--- src/cpu_pkg.sv ---
package cpu_pkg;

  // Data, address and instruction word
  typedef logic [15:0] word_t;
  // Register index, 16 registers
  typedef logic [3:0] reg_addr_t;
  typedef logic [3:0] opcode_t;
  // Branch condition from instr[11:9]
  typedef logic [2:0] cond_t;
  typedef logic [2:0] alu_op_t;
  typedef logic [1:0] imm_kind_t;
  typedef logic [1:0] byte_load_t;
  typedef logic [1:0] branch_t;

  // Opcodes, 3 and 7 unused
  localparam opcode_t OP_ADD = 4'h0;
  localparam opcode_t OP_SUB = 4'h1;
  localparam opcode_t OP_XOR = 4'h2;
  localparam opcode_t OP_SLL = 4'h4;
  localparam opcode_t OP_SRA = 4'h5;
  localparam opcode_t OP_ROR = 4'h6;
  localparam opcode_t OP_LW  = 4'h8;
  localparam opcode_t OP_SW  = 4'h9;
  localparam opcode_t OP_LLB = 4'ha;
  localparam opcode_t OP_LHB = 4'hb;
  localparam opcode_t OP_B   = 4'hc;
  localparam opcode_t OP_BR  = 4'hd;
  localparam opcode_t OP_PCS = 4'he;
  localparam opcode_t OP_HLT = 4'hf;

  // Branch conditions
  localparam cond_t COND_NE = 3'd0;
  localparam cond_t COND_EQ = 3'd1;
  localparam cond_t COND_GT = 3'd2;
  localparam cond_t COND_LT = 3'd3;
  localparam cond_t COND_GE = 3'd4;
  localparam cond_t COND_LE = 3'd5;
  localparam cond_t COND_OV = 3'd6;
  localparam cond_t COND_AL = 3'd7;

  // ALU functions, zero is the idle pass-through
  localparam alu_op_t ALU_PASS = 3'd0;
  localparam alu_op_t ALU_ADD  = 3'd1;
  localparam alu_op_t ALU_SUB  = 3'd2;
  localparam alu_op_t ALU_XOR  = 3'd3;
  localparam alu_op_t ALU_SLL  = 3'd4;
  localparam alu_op_t ALU_SRA  = 3'd5;
  localparam alu_op_t ALU_ROR  = 3'd6;

  // Immediate forms
  localparam imm_kind_t IMM_SEXT4  = 2'd0;
  localparam imm_kind_t IMM_SHAMT4 = 2'd1;
  localparam imm_kind_t IMM_BYTE8  = 2'd2;

  localparam byte_load_t BYTE_NONE = 2'd0;
  localparam byte_load_t BYTE_LOW  = 2'd1;
  localparam byte_load_t BYTE_HIGH = 2'd2;

  localparam branch_t BRANCH_NONE = 2'd0;
  localparam branch_t BRANCH_IMM  = 2'd1;
  localparam branch_t BRANCH_REG  = 2'd2;

  // Word-address widths of the two memories
  localparam int IMEM_ADDR_WIDTH = 8;
  localparam int DMEM_ADDR_WIDTH = 8;

  typedef struct packed {
    logic n;
    logic v;
    logic z;
  } flags_t;

  typedef struct packed {
    logic       regwrite;
    alu_op_t    alu_op;
    logic       alu_src_imm;
    imm_kind_t  imm_kind;
    logic       mem_read;
    logic       mem_write;
    logic       mem_to_reg;
    logic       pc_to_reg;
    byte_load_t byte_load;
    branch_t    branch;
    logic       halt;
  } ctrl_t;

  // Program-load port into instruction memory
  typedef struct packed {
    logic                       en;
    logic [IMEM_ADDR_WIDTH-1:0] addr;
    word_t                      data;
  } load_t;

  // Write-back trace record
  typedef struct packed {
    logic      valid;
    reg_addr_t rd;
    word_t     data;
    word_t     pc;
  } retire_t;

endpackage

--- src/flag_unit.sv ---
`timescale 1ns/1ps

module flag_unit (
  input  logic             clk,
  input  logic             reset,
  input  cpu_pkg::alu_op_t op,
  input  cpu_pkg::flags_t  alu_flags,
  input  logic             update,
  output cpu_pkg::flags_t  flags
);

  // Bits of the flag register this op may write
  cpu_pkg::flags_t mask;

  always_comb begin
    mask = '0;
    case (op)
      // Arithmetic writes all three
      cpu_pkg::ALU_ADD, cpu_pkg::ALU_SUB: mask = '1;
      // Logic and shifts only touch Z
      cpu_pkg::ALU_XOR, cpu_pkg::ALU_SLL,
      cpu_pkg::ALU_SRA, cpu_pkg::ALU_ROR: mask.z = 1'b1;
      default: mask = '0;
    endcase
  end

  always_ff @(posedge clk) begin
    if (reset) begin
      flags <= '0;
    end else if (update) begin
      flags <= (alu_flags & mask) | (flags & ~mask);
    end
  end

endmodule

--- config.mk ---
export PLATFORM = sky130hd
export DESIGN_NAME = flag_unit
export DESIGN_NICKNAME = d
export VERILOG_FILES = /design/src/cpu_pkg.sv /design/src/flag_unit.sv
export SDC_FILE = /design/constraint.sdc
export NUM_CORES = 1
export LEC_CHECK = 0
export BUFFER_PORTS_ARGS = -buffer_cell sky130_fd_sc_hd__buf_2
export CAP_MARGIN = 40
export CORE_AREA = 4 4 41 43
export CTS_BUF_LIST = sky130_fd_sc_hd__clkbuf_4
export DETAILED_ROUTE_END_ITERATION = 16
export DIE_AREA = 0 0 45 47
export MAX_ROUTING_LAYER = met4
export PLACE_DENSITY_LB_ADDON = 0.3
export SYNTH_ARGS = -nofsm -noshare
export SYNTH_HDL_FRONTEND = slang
export SYNTH_SLANG_ARGS = --single-unit
--- constraint.sdc ---
create_clock -name clk -period 1.1 [get_ports clk]
set_input_delay 0.22 -clock clk [delete_from_list [all_inputs] [get_ports clk]]
set_output_delay 0.22 -clock clk [all_outputs]
set_load 0.05 [all_outputs]
==> results.py, run 1 <==
metrics = {
    "yosys": {
        "yosys.cell_count.top_type": "nand2b_1",
        "synth_edf_count": 0,
        "ys.flop_type": "dfxtp_1",
        "synthArstFlopShare_pct": 0,
        "netlist_top_cells_count": "nand2b_1 (6), dfxtp_1 (3), mux2i_1 (3), nand3_1 (2)",
        "synth_warnings": 0,
        "synth_area_leader_cell": "dfxtp_1",
        "synth_cell_types": 7,
        "synth_top_area_share_pct": 36.36,
        "syn_area_um2": 165.2,
        "synth-seq-cells": 3,
        "syn_nets": 26,
        "yosys-top-cells-area": "dfxtp_1 (36%), nand2b_1 (23%), mux2i_1 (18%), nor3b_2 (7.6%), nand3_1 (6.1%)",
        "netlist_instances": 17,
        "ys_seq_area_share_pct": 36.36,
        "avgSynthCellArea_um2": 9.715,
    },
    "timing": {
        "fmax_mhz": 951.1,
        "fin_ws_ps": 48.54,
        "slew_headroom_pct": 82.36,
        "drv_slew": 0,
        "period_share_pct": 95.59,
        "worst_clock_skew_ps": 0,
        "fin_setup_tns_ps": 0,
        "setup-violations-final": 0,
        "rsz0062_at_grt": "no",
        "max_slew.worst_pin.slew_ps": 263.5,
        "hold_viol_final": 0,
        "finalCriticalPeriod_ps": 1051,
    },
    "detailed_routing": {
        "dr.pass1.iters": 3,
        "vias": 168,
        "via_per_inst": 3.574,
        "drc": 0,
        "drtAntennaViolNets": 0,
        "wl_um": 399,
        "wl_per_cell_um": 8.489,
        "drt_iter0_drc": 2,
    },
    "worst_setup_path": {
        "path_delay_family": "flip-flops",
        "required_ps": 880,
        "path_buf_inv": 1,
        "critPathSlowestCell": "dfxtp_1",
        "critPathKind": "register to primary output",
        "crit_arrival_ps": 830,
        "slowest_delay_ps": 330,
        "crit_fanout": 2,
        "endpoint_kind": "primary output",
        "setup.worst_path.start_class": "register",
        "crit_chain": "buf_2",
    },
    "final_layout": {
        "fill_cells": 156,
        "drive_gt1_share_pct": 50.00,
        "final_nets": 42,
        "area_growth_syn_to_layout_pct": 62.88,
        "n_antenna_cell": 0,
        "final_util_pct": 20.67,
    },
    "power_and_ir_drop": {
        "seqPwrFrac_pct": 28.9,
        "power_uw": 406.7,
        "vdd_drop_max_v": 0.0004341,
        "p_int_uw": 304.4,
        "cellLeakagePower_nw": 0.1246,
        "power_frac_comb_pct": 16.6,
        "switching_share_pct": 25.14,
        "p_per_area_nw_per_um2": 1512,
        "power_frac_clock_pct": 54.5,
        "p_sw_uw": 102.2,
    },
    "die": {
        "core_area_um2": 1301,
        "fp.dieW_um": 45,
        "die_y_um": 47,
        "num_rows": 13,
        "die_area_um2": 2115,
        "ioPinCount": 12,
        "initial_core_util_pct": 12.69,
    },
    "clock_network": {
        "clkLatencyLatePin_ps": 240,
        "cts_max_level": 1,
        "post_cts_buffers": 0,
        "cts-buffers-inserted": 3,
        "cts_resized": 0,
        "cts_hold_buffers": 0,
        "clk_pin_slew_ps": 40,
        "cts_sinks": 3,
        "cts_tree": "yes",
        "cts_root_buf": "clkbuf_4",
        "cts_buffer_depth": 2,
    },
    "global_route": {
        "grt_pass1_vias": 158,
        "grt_overflow_total": 0,
        "grt_first_pass_wirelength_um": 614,
        "antenna_found_initial": 0,
        "grt.total_usage_pct": 4.564,
        "grt_max_degree": 7,
    },
    "placement": {
        "dp_slack_ps": 56.76,
        "io_buffers": 11,
        "routabilityCongestion": 0.6581,
    },
    "outcome": {
        "status": "finished clean",
    },
    "hold_path": {
        "hp-start": "alu_flags[0]",
        "hp-class": "primary input to register",
    },
    "run": {
        "cap_violations": 0,
    },
}
==> layer usage <==
metal | vias up | global-route usage (%) | wire, µm
li1 | 88 | - | -
met1 | 66 | 5.215 | 207
met2 | 14 | 4.237 | 112
met3 | 0 | 4.598 | 80
met4 | 0 | 3.509 | 0
met5 | - | - | 0
==> cell families after synthesis <==
kind of cell	share of synthesized area [%]
AND/OR/NAND/NOR	40.16
multiplexers	18.18
flip-flops	36.37
XOR/XNOR	5.304
==> layout make-up <==
class | count | area, µm² | area share [%]
Multi-Input combinational cell | 14 | 105.1 | 39.07
Timing Repair Buffer | 11 | 55.05 | 20.47
Sequential cell | 3 | 60.06 | 22.33
Clock buffer | 4 | 30.03 | 11.16
Tap cell | 15 | 18.77 | 6.977
==> path summary, 6_finish.rpt <==
kind	to	slack [ps]	cells past startpoint
worst max-delay path	flags[0]	50	1
worst min-delay path	register	240	3
worst max register to register	register	530	2
worst min register to register	register	460	2
==> worst reg2reg max path, cell delays in order (launching register included) <==
cell and delay, ps:
dfxtp_1 330, nand2b_1 60, mux2i_1 110
==> per-stage QoR <==
| step | instances | hold WS, ps | area (µm²) |
|---|---|---|---|
| final | 47 | 244.8 | 269.0 |
| after CTS | 47 | 240.8 | 269.0 |
| after detailed placement | 43 | 464.6 | 239.0 |
| after floorplan | 17 | 371.4 | 165.2 |
| after global placement | 43 | 463.7 | 239.0 |
| after global routing | 47 | 239.1 | 269.0 |
==> cells in the final DEF (no fill, tap or decap), drive strengths merged <==
| master | netlist | layout |
|---|---|---|
| dfxtp | 3 | 3 |
| nand3 | 2 | 2 |
| buf | 0 | 11 |
| xnor2 | 1 | 1 |
| nor3b | 1 | 1 |
| mux2i | 3 | 3 |
| clkbuf | 0 | 4 |
| or3 | 1 | 1 |
| nand2b | 6 | 6 |
==> power groups by stage <==
stage	clock [mW]	sequential (mW)	combinational [mW]
global route	0.250	0.118	0.0734
global placement	0	0.119	0.0678
floorplan	0	0.138	0.0223
detailed placement	0	0.119	0.0677
finish	0.222	0.117	0.0674
CTS	0.232	0.117	0.0679
Power figures use the tool's default switching activity.
==> run 2: changes to the inputs <==
--- a/config.mk
+++ b/config.mk
@@ -13,6 +13,7 @@
 export DIE_AREA = 0 0 45 47
 export MAX_ROUTING_LAYER = met4
 export PLACE_DENSITY_LB_ADDON = 0.3
+export SETUP_SLACK_MARGIN = 0.4
 export SYNTH_ARGS = -nofsm -noshare
 export SYNTH_HDL_FRONTEND = slang
 export SYNTH_SLANG_ARGS = --single-unit
==> results.py, run 2 (synthesis gave the netlist of run 1 again) <==
metrics = {
    "worst_setup_path": {
        "critPathSlowestCell": "dfxtp_2",
        "path_buf_inv": 1,
        "path_delay_family": "flip-flops",
        "crit_end": "flags[1]",
        "critPathKind": "register to primary output",
        "crit_arrival_ps": 720,
        "required_ps": 880,
        "endpoint_kind": "primary output",
        "setup.worst_path.start_class": "register",
        "slowest_delay_ps": 330,
        "path_depth": 1,
        "r2r_setup_slack_ps": 510,
        "crit_fanout": 2,
        "ff2ff_path_depth": 2,
        "crit_chain": "buf_6",
    },
    "placement": {
        "routabilityCongestion": 0.5476,
        "dp_slack_ps": 45.18,
        "io_buffers": 11,
    },
    "clock_network": {
        "cts_hold_buffers": 0,
        "cts_root_buf": "clkbuf_4",
        "clk_pin_slew_ps": 40,
        "clkLatencyLatePin_ps": 240,
        "cts_max_level": 1,
        "cts-buffers-inserted": 3,
        "cts_tree": "yes",
        "cts_sinks": 3,
        "cts_buffer_depth": 2,
    },
    "global_route": {
        "grt_max_degree": 7,
        "grt_pass1_vias": 185,
        "grt.busiest_layer": "met2",
        "grt_first_pass_wirelength_um": 738,
        "use_met1_pct": 5.227,
        "antenna_found_initial": 0,
        "grt_overflow_total": 0,
        "grt.total_usage_pct": 5.710,
        "met3_usage_pct": 4.981,
        "grtUsageMet2_pct": 7.062,
    },
    "final_layout": {
        "drive_gt1_share_pct": 69.70,
        "final_nets": 43,
        "n_antenna_cell": 0,
        "layout_commonest_cell": "nand2b_1",
        "area_growth_syn_to_layout_pct": 115.9,
        "final_util_pct": 27.40,
        "mostFrequentLayoutCells": "nand2b_1 (6), buf_2 (5), buf_6 (5)",
    },
    "timing": {
        "slew_headroom_pct": 86.39,
        "hold_viol_final": 0,
        "fin_ws_ps": 159.6,
        "setup-violations-final": 0,
        "finalCriticalPeriod_ps": 940.4,
        "worst_clock_skew_ps": 0,
        "fin_setup_tns_ps": 0,
        "fmax_mhz": 1063,
        "rsz0062_at_grt": "yes",
        "max_slew.worst_pin.slew_ps": 203.9,
        "period_share_pct": 85.50,
        "whs_ps": 235.5,
        "drv_slew": 0,
    },
    "run": {
        "cap_violations": 0,
    },
    "outcome": {
        "status": "finished clean",
    },
    "detailed_routing": {
        "via_per_inst": 3.688,
        "wl_um": 450,
        "drt_iter0_drc": 2,
        "drtAntennaViolNets": 0,
        "vias": 177,
        "drc": 0,
        "dr.pass1.iters": 2,
        "wl_per_cell_um": 9.375,
    },
    "die": {
        "num_rows": 13,
        "die_area_um2": 2115,
        "initial_core_util_pct": 12.69,
        "core_area_um2": 1301,
        "fp.dieW_um": 45,
        "ioPinCount": 12,
        "die_y_um": 47,
    },
    "hold_path": {
        "hp-class": "primary input to register",
    },
    "power_and_ir_drop": {
        "cellLeakagePower_nw": 0.1551,
        "vdd_drop_max_v": 0.0004831,
        "p_per_area_nw_per_um2": 1251,
        "power_uw": 446.0,
    },
}
==> run 2: changes by cell type in the layout (fill, tap and decap cells not counted), sizes merged <==
cell  change
buf       +1
==> run 2: report_power, final <==
group	leakage (nW)	total, mW	internal (mW)	switching, mW
logic	0.111	0.103	0.0559	0.0474
clock network	0.0184	0.223	0.161	0.0620
registers	0.0258	0.120	0.116	0.00373
==> run 2: final cells by class <==
class / count / area, µm²
Fill cell: 144 / 944.7
Multi-Input combinational cell: 14 / 140.1
Timing Repair Buffer: 12 / 103.9
Tap cell: 15 / 18.77
Sequential cell: 3 / 63.81
Clock buffer: 4 / 30.03
==> run 2: worst min path at each step <==
stage | start | end | slack (ps) | cells past startpoint
final | alu_flags[1] | register | 240 | 3
after floorplan | alu_flags[0] | register | 360 | 2
after global placement | register | register | 460 | 2
after CTS | alu_flags[1] | register | 230 | 3
after global routing | alu_flags[1] | register | 240 | 3
after detailed placement | register | register | 460 | 2
==> run 2: repair_timing <==
action,CTS,global route
resized for setup,14,2
buffers inserted,1,0
pin swaps,2,1
hold endpoints to repair,0,0
endpoints found under the setup margin,6,6
==> run 2: routing by layer <==
metal / vias up / wire [µm]
li1: 90 / -
met1: 73 / 191
met2: 12 / 170
met3: 2 / 75
met4: 0 / 12
met5: - / 0
==> run 2: per-stage QoR <==
step                      area, µm²  instances
after floorplan               168.9         17
after global placement        242.7         43
after detailed placement      242.7         43
after CTS                     340.3         48
after global routing          356.6         48
final                         356.6         48
